--- src/common/cpuCtrlPkg.sv ---
package cpuCtrlPkg;

    localparam int opcodeWidth = 16; // Instruction word
    localparam int flagWidth = 4; // Flag register

    // Sequencer states, encoding shared with the debug port
    typedef enum logic [5:0] {
        START  = 6'd0,
        FETCH  = 6'd1,
        ATYPE  = 6'd2,
        ITYPE  = 6'd3,
        JTYPE  = 6'd4,
        FTYPE  = 6'd6,
        PUSH1  = 6'd8,
        PUSH2  = 6'd9,
        POP1   = 6'd10,
        POP2   = 6'd11,
        RIMMED = 6'd20, // Immediate operand read
        HALT   = 6'd63
    } stateT;

    typedef enum logic [2:0] {
        classA,
        classI,
        classJ,
        classF,
        classSkip, // F-type with false condition
        classPush,
        classPop,
        classInvalid
    } instrClassT;

    // ALU operand select, first four codes match the register field
    typedef enum logic [3:0] {
        srcZero = 4'd0,
        srcA    = 4'd1,
        srcB    = 4'd2,
        srcC    = 4'd3,
        srcPc,
        srcMem,
        srcSp,
        srcOne,
        srcOp,
        srcAddr
    } aluSrcT;

    typedef enum logic [1:0] {
        destNone = 2'd0,
        destA    = 2'd1,
        destB    = 2'd2,
        destC    = 2'd3
    } destT;

    typedef enum logic [1:0] {
        addrPc,
        addrSp,
        addrAlu
    } memAddrT;

    // Remaining function codes come straight from the instruction
    typedef enum logic [3:0] {
        aluAdd = 4'd0,
        aluSub = 4'd2
    } aluOpT;

endpackage

--- src/common/decodeIf.sv ---
`timescale 1ns/1ns

interface decodeIf;
    import cpuCtrlPkg::*;

    instrClassT instrClass;
    logic       srcImmediate; // Source field is 100
    aluSrcT     srcSel; // ALU input A for the instruction
    aluSrcT     operandB; // ALU input B for A-type and I-type
    destT       dest;
    aluOpT      aluOp;
    logic       updateFlags;

    modport decoder (
        output instrClass, srcImmediate, srcSel, operandB, dest, aluOp, updateFlags
    );

    modport sequencer (
        input instrClass, srcImmediate
    );

    modport outputs (
        input srcSel, operandB, dest, aluOp, updateFlags
    );

endinterface

--- src/sequencer/controlOutputs.sv ---
`timescale 1ns/1ns

module controlOutputs (
    input  cpuCtrlPkg::stateT   state,
    decodeIf.outputs            dec,
    output cpuCtrlPkg::memAddrT memAddr,
    output logic                enPC,
    output logic                saveOpcode,
    output logic                saveMem1,
    output logic                enA,
    output logic                enB,
    output logic                enC,
    output logic                we,
    output logic                re,
    output logic                enF,
    output logic                sourceF,
    output logic                enSP,
    output logic                enFP,
    output logic                readStack,
    output logic                initSPFP,
    output cpuCtrlPkg::aluOpT   aluFunc,
    output cpuCtrlPkg::aluSrcT  aluA,
    output cpuCtrlPkg::aluSrcT  aluB
);
    import cpuCtrlPkg::*;

    logic writeDest; // Register write selected by dest

    always_comb begin
        memAddr = addrPc;
        enPC = 1'b0;
        saveOpcode = 1'b0;
        saveMem1 = 1'b0;
        enA = 1'b0;
        enB = 1'b0;
        enC = 1'b0;
        we = 1'b0;
        re = 1'b0;
        enF = 1'b0;
        sourceF = 1'b0;
        enSP = 1'b0;
        enFP = 1'b0;
        readStack = 1'b0;
        initSPFP = 1'b0;
        aluFunc = aluAdd;
        aluA = srcZero;
        aluB = srcZero;
        writeDest = 1'b0;
        case (state)
            START: begin
                initSPFP = 1'b1;
                enSP = 1'b1;
                enFP = 1'b1;
            end
            FETCH, RIMMED: begin
                memAddr = addrPc; // Read word at PC
                re = 1'b1;
                saveOpcode = (state == FETCH);
                saveMem1 = (state == RIMMED);
                aluA = srcPc; // PC + 1
                aluB = srcOne;
                enPC = 1'b1;
            end
            ATYPE, ITYPE: begin
                aluA = dec.srcSel;
                aluB = dec.operandB;
                aluFunc = dec.aluOp;
                enF = dec.updateFlags;
                writeDest = 1'b1;
                if (state == ITYPE && dec.dest == destNone)
                    enSP = 1'b1; // I-type target 000 is SP
            end
            JTYPE, FTYPE: begin
                aluA = srcPc;
                aluB = (state == JTYPE) ? srcAddr : srcOp; // Address or offset
                enPC = 1'b1;
            end
            PUSH1: begin
                aluA = dec.srcSel; // Value + 0 onto the stack
                aluB = srcZero;
                memAddr = addrSp;
                we = 1'b1;
                readStack = 1'b1;
            end
            PUSH2: begin
                aluA = srcSp;
                aluB = srcOne;
                aluFunc = aluSub; // SP - 1
                enSP = 1'b1;
            end
            POP1: begin
                aluA = srcSp;
                aluB = srcOne;
                enSP = 1'b1; // SP + 1
                memAddr = addrAlu; // Read at the new SP
                re = 1'b1;
                readStack = 1'b1;
                saveMem1 = 1'b1;
            end
            POP2: begin
                aluA = srcMem; // Popped value passes through
                aluB = srcZero;
                writeDest = 1'b1;
                if (dec.dest == destNone) begin
                    enF = 1'b1; // Pop into flag register
                    sourceF = 1'b1;
                end
            end
            default: begin
            end
        endcase
        if (writeDest) begin
            case (dec.dest)
                destA: enA = 1'b1;
                destB: enB = 1'b1;
                destC: enC = 1'b1;
                default: begin
                end
            endcase
        end
    end

endmodule

--- src/sequencer/controlSequencer.sv ---
`timescale 1ns/1ns

module controlSequencer (
    input  logic              clk,
    input  logic              rst,
    input  logic              stall,
    decodeIf.sequencer        dec,
    output cpuCtrlPkg::stateT state
);
    import cpuCtrlPkg::*;

    stateT nextState;
    stateT classState; // First state of the decoded instruction

    always_ff @(posedge clk) begin
        if (rst) begin
            state <= START;
        end else if (!stall) begin
            state <= nextState;
        end
    end

    always_comb begin
        case (dec.instrClass)
            classA:    classState = ATYPE;
            classI:    classState = ITYPE;
            classJ:    classState = JTYPE;
            classF:    classState = FTYPE;
            classSkip: classState = FETCH; // Condition false, next instruction
            classPush: classState = PUSH1;
            classPop:  classState = POP1;
            default:   classState = HALT;
        endcase
    end

    always_comb begin
        nextState = HALT; // Unknown state stops the CPU
        case (state)
            START: nextState = FETCH;
            FETCH: begin
                if (dec.srcImmediate)
                    nextState = RIMMED; // Operand word follows the instruction
                else
                    nextState = classState;
            end
            RIMMED: nextState = classState;
            ATYPE, ITYPE, JTYPE, FTYPE, PUSH2, POP2: nextState = FETCH;
            PUSH1: nextState = PUSH2;
            POP1: nextState = POP2;
            default: nextState = HALT; // HALT holds until reset
        endcase
    end

endmodule

--- src/verilog/cpuController.sv ---
`timescale 1ns/1ns

module cpuController (
    input  logic                                clk,
    input  logic                                rst,
    input  logic [cpuCtrlPkg::opcodeWidth-1:0]  opcode, // Held instruction
    input  logic [cpuCtrlPkg::flagWidth-1:0]    flags,
    input  logic                                stall,
    output cpuCtrlPkg::memAddrT                 memAddr,
    output logic                                enPC,
    output logic                                saveOpcode,
    output logic                                saveMem1,
    output logic                                enA,
    output logic                                enB,
    output logic                                enC,
    output logic                                we,
    output logic                                re,
    output logic                                enF,
    output logic                                sourceF,
    output logic                                enSP,
    output logic                                enFP,
    output logic                                readStack,
    output logic                                initSPFP,
    output cpuCtrlPkg::aluOpT                   aluFunc,
    output cpuCtrlPkg::aluSrcT                  aluA,
    output cpuCtrlPkg::aluSrcT                  aluB,
    output logic [5:0]                          state // Debug view of the FSM
);
    import cpuCtrlPkg::*;

    stateT curState;

    decodeIf decBus ();

    instrDecoder decoder_i (
        .opcode (opcode),
        .flags  (flags),
        .dec    (decBus.decoder)
    );

    controlSequencer sequencer_i (
        .clk   (clk),
        .rst   (rst),
        .stall (stall),
        .dec   (decBus.sequencer),
        .state (curState)
    );

    controlOutputs outputs_i (
        .state      (curState),
        .dec        (decBus.outputs),
        .memAddr    (memAddr),
        .enPC       (enPC),
        .saveOpcode (saveOpcode),
        .saveMem1   (saveMem1),
        .enA        (enA),
        .enB        (enB),
        .enC        (enC),
        .we         (we),
        .re         (re),
        .enF        (enF),
        .sourceF    (sourceF),
        .enSP       (enSP),
        .enFP       (enFP),
        .readStack  (readStack),
        .initSPFP   (initSPFP),
        .aluFunc    (aluFunc),
        .aluA       (aluA),
        .aluB       (aluB)
    );

    assign state = curState;

endmodule

--- src/verilog/instrDecoder.sv ---
`timescale 1ns/1ns

module instrDecoder (
    input  logic [cpuCtrlPkg::opcodeWidth-1:0] opcode,
    input  logic [cpuCtrlPkg::flagWidth-1:0]   flags,
    decodeIf.decoder                           dec
);
    import cpuCtrlPkg::*;

    logic [3:0] group;
    logic [2:0] srcField;
    logic [2:0] destField;
    logic       srcBad;
    logic       srcImm;
    logic       condTrue;
    logic       usesSrc;
    aluSrcT     srcReg;
    instrClassT cls;

    assign group = opcode[15:12]; // Instruction type nibble
    assign srcField = opcode[11:9]; // Source, or destination for I-type and pop
    assign destField = opcode[2:0];
    assign srcBad = srcField[2] & (srcField[1:0] != 2'b00); // Dropped read modes
    assign srcImm = (srcField == 3'b100);
    assign condTrue = (flags[opcode[10:9]] == opcode[11]);
    assign srcReg = srcImm ? srcMem : aluSrcT'({2'b00, srcField[1:0]});

    always_comb begin
        cls = classInvalid;
        usesSrc = 1'b0;
        dec.srcSel = srcReg;
        dec.operandB = srcOp;
        dec.dest = destNone;
        dec.aluOp = aluAdd;
        dec.updateFlags = 1'b0;
        if (group == 4'b0000) begin // A-type
            if (!srcBad && !destField[2])
                cls = classA;
            usesSrc = 1'b1;
            dec.operandB = aluSrcT'({2'b00, opcode[4:3]});
            dec.dest = destT'(destField[1:0]);
            dec.aluOp = aluOpT'(opcode[8:5]);
            dec.updateFlags = |opcode; // NOP leaves flags alone
        end else if (group[3:2] == 2'b01) begin // I-type
            if (!srcField[2]) // Field doubles as destination
                cls = classI;
            usesSrc = 1'b1;
            if (srcField == 3'b000)
                dec.srcSel = srcSp;
            dec.dest = destT'(srcField[1:0]);
            dec.aluOp = aluOpT'({opcode[8], opcode[8], opcode[13:12]});
            dec.updateFlags = 1'b1;
        end else if (group[3:2] == 2'b11) begin // J-type
            cls = classJ;
        end else if (group == 4'b0010 && !opcode[8]) begin // F-type
            cls = condTrue ? classF : classSkip;
        end else if (group == 4'b0011) begin
            if (opcode[8:7] == 2'b00) begin // Push
                if (!srcBad)
                    cls = classPush;
                usesSrc = 1'b1;
            end else if (opcode[8:7] == 2'b01) begin // Pop
                if (!srcField[2])
                    cls = classPop;
                dec.dest = destT'(srcField[1:0]);
            end
        end
    end

    assign dec.instrClass = cls;
    assign dec.srcImmediate = usesSrc & srcImm & (cls != classInvalid);

endmodule
--- config.mk ---
export PLATFORM = sky130hd
export DESIGN_NAME = cpuController
export DESIGN_NICKNAME = d
export VERILOG_FILES = /design/src/common/cpuCtrlPkg.sv /design/src/common/decodeIf.sv /design/src/sequencer/controlOutputs.sv /design/src/sequencer/controlSequencer.sv /design/src/verilog/cpuController.sv /design/src/verilog/instrDecoder.sv
export SDC_FILE = /design/constraint.sdc
export NUM_CORES = 1
export LEC_CHECK = 0
export ABC_AREA = 1
export BUFFER_PORTS_ARGS = -buffer_cell sky130_fd_sc_hd__buf_2
export CORE_UTILIZATION = 40
export CTS_CLUSTER_DIAMETER = 100
export CTS_CLUSTER_SIZE = 14
export DETAILED_ROUTE_END_ITERATION = 16
export HOLD_SLACK_MARGIN = 0.05
export PLACE_DENSITY = 0.77
export SETUP_SLACK_MARGIN = 0.5
export SLEW_MARGIN = 5
export SYNTH_ARGS = -nofsm -noshare
export SYNTH_HDL_FRONTEND = slang
export SYNTH_SLANG_ARGS = --single-unit
--- constraint.sdc ---
create_clock -name clk -period 1.4 [get_ports clk]
set_clock_uncertainty 0.2 [all_clocks]
set_input_delay 0.28 -clock clk [delete_from_list [all_inputs] [get_ports clk]]
set_output_delay 0.28 -clock clk [all_outputs]
set_load 0.03 [all_outputs]
==> summary.md, run 1 <==
| Metric | Value |
|---|---|
| Status | `did not finish` |
| Failing step | `4_1_cts` |
| Tool error | `[ERROR DPL-0038] Utilization greater than 100%, impossible to legalize` |
| Die height | `51.99 µm` |
| RD Place Congestion | `0.9449` |
| Clock root cell | `clkbuf_4` |
| Adder-cell share of the synthesized area | `0%` |
| DP Area | `1931 µm²` |
| Mapped Cells | `193` |
| CTS max path bufs | `2` |
| Main combinational cell family by area after synthesis | `simple AND/OR/NAND/NOR gates` |
| Die Width | `51.99 µm` |
| Count of different cell masters after synthesis | `30` |
| # IOs | `57` |
| Buffers on Ports | `55` |
| Post-CTS Setup Inserts | `14` |
| Mapped cell area | `999.7 µm²` |
| Synth Area per Inst | `5.180 µm²` |
| Row cnt | `17` |
| Starting Density | `43.93%` |
| Simple-gate area share of the yosys netlist | `55.07%` |
| Post-synthesis sequential area ratio | `12.02%` |
| Synth Warn # | `0` |
| Post-Syn Nets | `216` |
| Synth Area in XOR/XNOR | `0%` |
| Multiplexer area fraction after synthesis | `0%` |
| CTS buffer count | `3` |
| PostCTS Resize Cnt | `108` |
| Post-DP HPWL | `3.490 mm` |
| Synth Area in Compound Gates | `18.15%` |
| CTS Sinks | `6` |
| Htree depth | `1` |
| Flops & latches, synth | `6` |
[Yosys cell counts (all sizes together)]
| cell | n | area share (%) |
|---|---|---|
| inv | 33 | 12 |
| a22oi | 1 | 0.75 |
| nor3b | 1 | 0.75 |
| o31ai | 1 | 0.75 |
| clkbuf | 1 | 0.50 |
| a21oi | 12 | 6.0 |
| nor3 | 5 | 3.5 |
| nor2 | 37 | 17 |
| a31oi | 1 | 0.63 |
| o21bai | 2 | 1.5 |
| or2 | 1 | 0.63 |
| nor4 | 2 | 1.3 |
| and2 | 1 | 0.63 |
| o21ai | 11 | 5.5 |
| dfxtp | 6 | 12 |
| nand3 | 23 | 12 |
| o211ai | 2 | 1.5 |
| nand3b | 1 | 0.75 |
| nand4 | 3 | 1.9 |
| buf | 2 | 1.5 |
| nand2 | 44 | 17 |
| conb | 1 | 0.38 |
| a21boi | 2 | 1.5 |
[kinds of logic after synthesis]
group           after synthesis
buf+inv                      36
simple gates                118
flops                         6
other cells                   1
compound gates               32
[through the flow]
stage / setup slack (ns) / instances / hold WS (ns) / util [%]
after floorplan: -0.5678 / 193 / 0.1394 / -
after global placement: -0.6182 / 335 / 0.2546 / 84.83
after detailed placement: -0.6618 / 335 / 0.2604 / 84.83
==> run 2: changes to the inputs <==
--- a/config.mk
+++ b/config.mk
@@ -7,13 +7,10 @@
 export LEC_CHECK = 0
 export ABC_AREA = 1
 export BUFFER_PORTS_ARGS = -buffer_cell sky130_fd_sc_hd__buf_2
-export CORE_UTILIZATION = 40
-export CTS_CLUSTER_DIAMETER = 100
-export CTS_CLUSTER_SIZE = 14
+export CORE_AREA = 2 2 63 65
 export DETAILED_ROUTE_END_ITERATION = 16
-export HOLD_SLACK_MARGIN = 0.05
-export PLACE_DENSITY = 0.77
-export SETUP_SLACK_MARGIN = 0.5
+export DIE_AREA = 0 0 65 67
+export PLACE_DENSITY_LB_ADDON = 0.15
 export SLEW_MARGIN = 5
 export SYNTH_ARGS = -nofsm -noshare
 export SYNTH_HDL_FRONTEND = slang
==> constraint.sdc (replaced) <==
create_clock -name clk -period 1.8 [get_ports clk]
set_clock_uncertainty 0.2 [all_clocks]
set_input_delay 0.36 -clock clk [delete_from_list [all_inputs] [get_ports clk]]
set_output_delay 0.36 -clock clk [all_outputs]
set_load 0.03 [all_outputs]
==> run 2 against run 1 <==
  * The flow now finishes, with violations (setup timing)
  * Synthesized cell count unchanged
  * Synthesized area stayed put
==> summary.md, run 2 <==
| Metric | Value |
|---|---|
| Status | `complete, but fails checks` |
| Failing checks | `setup timing` |
| CTS max path bufs | `2 (unchanged)` |
| Maximum resistive drop on vdd | `0.6235 mV` |
| Number of diodes | `0` |
| Ys flop type | `dfxtp_1` |
| Async SR Flop Fraction | `0% (unchanged)` |
| Crit. End Element | `output port` |
| Largest regs | `sequencer_i.state: 6 flops` |
| Antenna violations before repair | `0` |
| Final ANT Viol Nets | `0` |
| RD Place Congestion | `0.8396 (-11%)` |
| R2R Path End | `sequencer_i.state[3]$_SDFFE_PP0N_` |
| Yosys top cell by area | `nand2_1` |
| Sequential cell area | `137.6 µm²` |
| Most frequent cells in the layout | `buf_4 (77), buf_6 (29), buf_2 (26)` |
| Synth Area per Inst | `5.180 µm² (unchanged)` |
| Row cnt | `22 (+5)` |
| CTS clk-pin slew, worst paths | `0.04 ns` |
| Final setup viols | `32` |
| Post-synth EDFFs | `0 (unchanged)` |
| CTS tree | `yes` |
| DRC viols | `0` |
| Hold Crit Class | `in2reg` |
| Most common cell after layout, fill and taps aside | `buf_4` |
| Adder-cell share of the synthesized area | `0% (unchanged)` |
| Final layout net count | `352` |
| Simple-gate area share of the yosys netlist | `55.07% (unchanged)` |
| Layout Utilization | `69.50%` |
| Share of cells above drive strength 1 | `67.07%` |
| Main combinational cell family by area after synthesis | `simple AND/OR/NAND/NOR gates` |
| Hold Path Depth | `2` |
| Top cell type's share of synthesized area | `15.77% (unchanged)` |
| Commonest cells in the netlist | `nand2_1 (42), inv_1 (31), nor2_1 (30), nand3_1 (22), a21oi_1 (12)` |
| DR vias | `1736` |
| WL per Instance | `12.96 µm` |
| P_leak | `1.286 nW` |
| Number of max-slew violations in the final report | `0` |
| Footprint of the multi-input gates | `1065 µm²` |
| Worst Path Required | `1.24 ns` |
| DRT Wirelength | `4.874 mm` |
| Hold Path Origin | `rst` |
| CP Max Fanout | `7` |
| Starting Density | `27.72% (-16 points)` |
| Skew-Pair Late Insertion Delay | `0.22 ns` |
| Maxcap violations | `0` |
| Vias in the first global route | `1612` |
| Final Non-Filler Cells | `376` |
| Critical path launch point type | `register` |
| # IOs | `57 (unchanged)` |
| Die Width | `65 µm (+25%)` |
| Max reg flops | `6` |
| CTS buffer count | `3 (unchanged)` |
| Flops & latches, synth | `6 (unchanged)` |
| PD cells | `697.8 nW/µm²` |
| Synth Area in Compound Gates | `18.15% (unchanged)` |
| Die height | `67 µm (+29%)` |
| Post-layout min period | `2.201 ns` |
| Mapped Cells | `193 (unchanged)` |
| Post-synthesis sequential area ratio | `12.02% (unchanged)` |
| CP arrival | `1.64 ns` |
| Number of detailed-route iterations in the first pass | `4` |
| GRT Total Usage | `20.95%` |
| CP Class | `reg2out` |
| Count of different cell masters after synthesis | `30 (unchanged)` |
| DP Worst Slack | `-0.4413 ns (+0.2205 ns)` |
| Die area | `4355 µm²` |
| Placed insts | `357 (+6.6%)` |
| Top reg by flops | `sequencer_i.state` |
| Most common cell in the synthesized netlist | `nand2_1` |
| Mapped cell area | `999.7 µm² (unchanged)` |
| Htree depth | `1 (unchanged)` |
| Slowest-stage cell, CP | `dfxtp_4` |
| First-pass GRT wire length | `7.134 mm` |
| Post-DP HPWL | `3.253 mm (-6.8%)` |
| Max Fclk | `0.4544 GHz` |
| Final hold vios | `0` |
| Largest net degree at the start of global routing | `8` |
| Worst r2r src | `sequencer_i.state[5]$_SDFFE_PP0N_` |
| Syn-to-layout area delta | `150.7%` |
| Grt ovf | `0` |
| Unrepaired setup endpoints after global routing | `true` |
| Setup WS post-layout | `-0.4005 ns` |
| CTS Sinks | `6 (unchanged)` |
| Synth area leaders | `nand2_1 (16%), dfxtp_1 (12%), inv_1 (12%)` |
| Post-Syn Nets | `216 (unchanged)` |
| R2R depth | `12` |
| Clock root cell | `clkbuf_8` |
| Cts hold-fix bufs | `0` |
| Crit-path cells | `nor2_4 > inv_2 > nor2_4 > inv_2 > nor2_4 > inv_2 > nand2_4 > inv_4 > o21ai_4 > buf_6` |
| DR vias/cell | `4.617` |
| Multiplexer area fraction after synthesis | `0% (unchanged)` |
| Synth Area in XOR/XNOR | `0% (unchanged)` |
| Synth Warn # | `0 (unchanged)` |
| Core region area | `3606 µm²` |
| R2R setup slack | `-0.25 ns` |
| DRT iter0 DRCs | `50` |
| Buffers on Ports | `55 (unchanged)` |
| Worst Hold Endpoint | `sequencer_i.state[2]$_SDFFE_PP0N_` |
| Slowest stage delay, CP | `0.34 ns` |
| Period utilization | `122.3%` |
| Total chip power | `0.001749 W` |
| Filler cell count | `313` |
-- run 2: critical path: cells and delay by family (launching register included) --
kind | cells | cell delay, ns
simple gates | 4 | 0.52
buf+inv | 5 | 0.41
flops | 1 | 0.34
compound gates | 1 | 0.14
-- run 2: per-layer routing --
layer  part of all wire, %  vias to the layer above  global-route usage (%)
met5                     0                        -                       0
li1                      -                      899                       -
met1                    42                      786                   24.82
met4                  0.98                        0                   3.723
met2                    54                       45                   39.95
met3                   3.1                        6                   3.041
-- run 2: power by group --
group / total (W) / internal (W) / switching [W]
clock: 0.000210 / 0.000152 / 0.0000578
sequential: 0.000200 / 0.000162 / 0.0000384
combinational: 0.00134 / 0.000603 / 0.000735
total: 0.00175 / 0.000917 / 0.000831
-- run 2: worst max-delay path by stage --
stage	from	end	slack, ns
5_1_grt	sequencer_i.state[5]$_SDFFE_PP0N_	aluA[1]	-0.47
4_1_cts	sequencer_i.state[4]$_SDFFE_PP0N_	aluA[2]	-0.33
2_1_floorplan	sequencer_i.state[5]$_SDFFE_PP0N_	aluA[2]	-0.25
3_3_place_gp	opcode[15]	enF	-0.39
6_report	sequencer_i.state[5]$_SDFFE_PP0N_	aluA[2]	-0.40
3_5_place_dp	opcode[15]	enF	-0.44
-- run 2: cell type report --
type                       instances  share of cell area (%)
clock buffer                       4                   1.797
inverter                          33                   5.342
multi-input combinational        151                   42.49
sequential                         6                   5.492
tap                               48                   2.396
timing repair buffer             134                   42.49
-- run 2: timing repair --
action | 4_1_cts | 5_1_grt
pin swaps | 23 | 19
setup buffers | 10 | 8
resized for setup | 81 | 40
gates cloned | 0 | 0
setup endpoints to repair | 29 | 32
-- run 2: kinds of logic after synthesis --
logic type,after synthesis
compound gates,32
buf+inv,36
flops,6
other cells,1
simple gates,118
-- run 2: stage by stage --
stage	instance area [µm²]	TNS (ns)	hold slack, ns
after floorplan	1151	-3.051	0.2217
after global placement	1947	-3.702	0.3427
after detailed placement	1947	-3.917	0.3446
after CTS	2316	-6.155	0.1110
after global routing	2506	-11.00	0.1155
final	2506	-8.312	0.1140
Power figures use the tool's default switching activity.
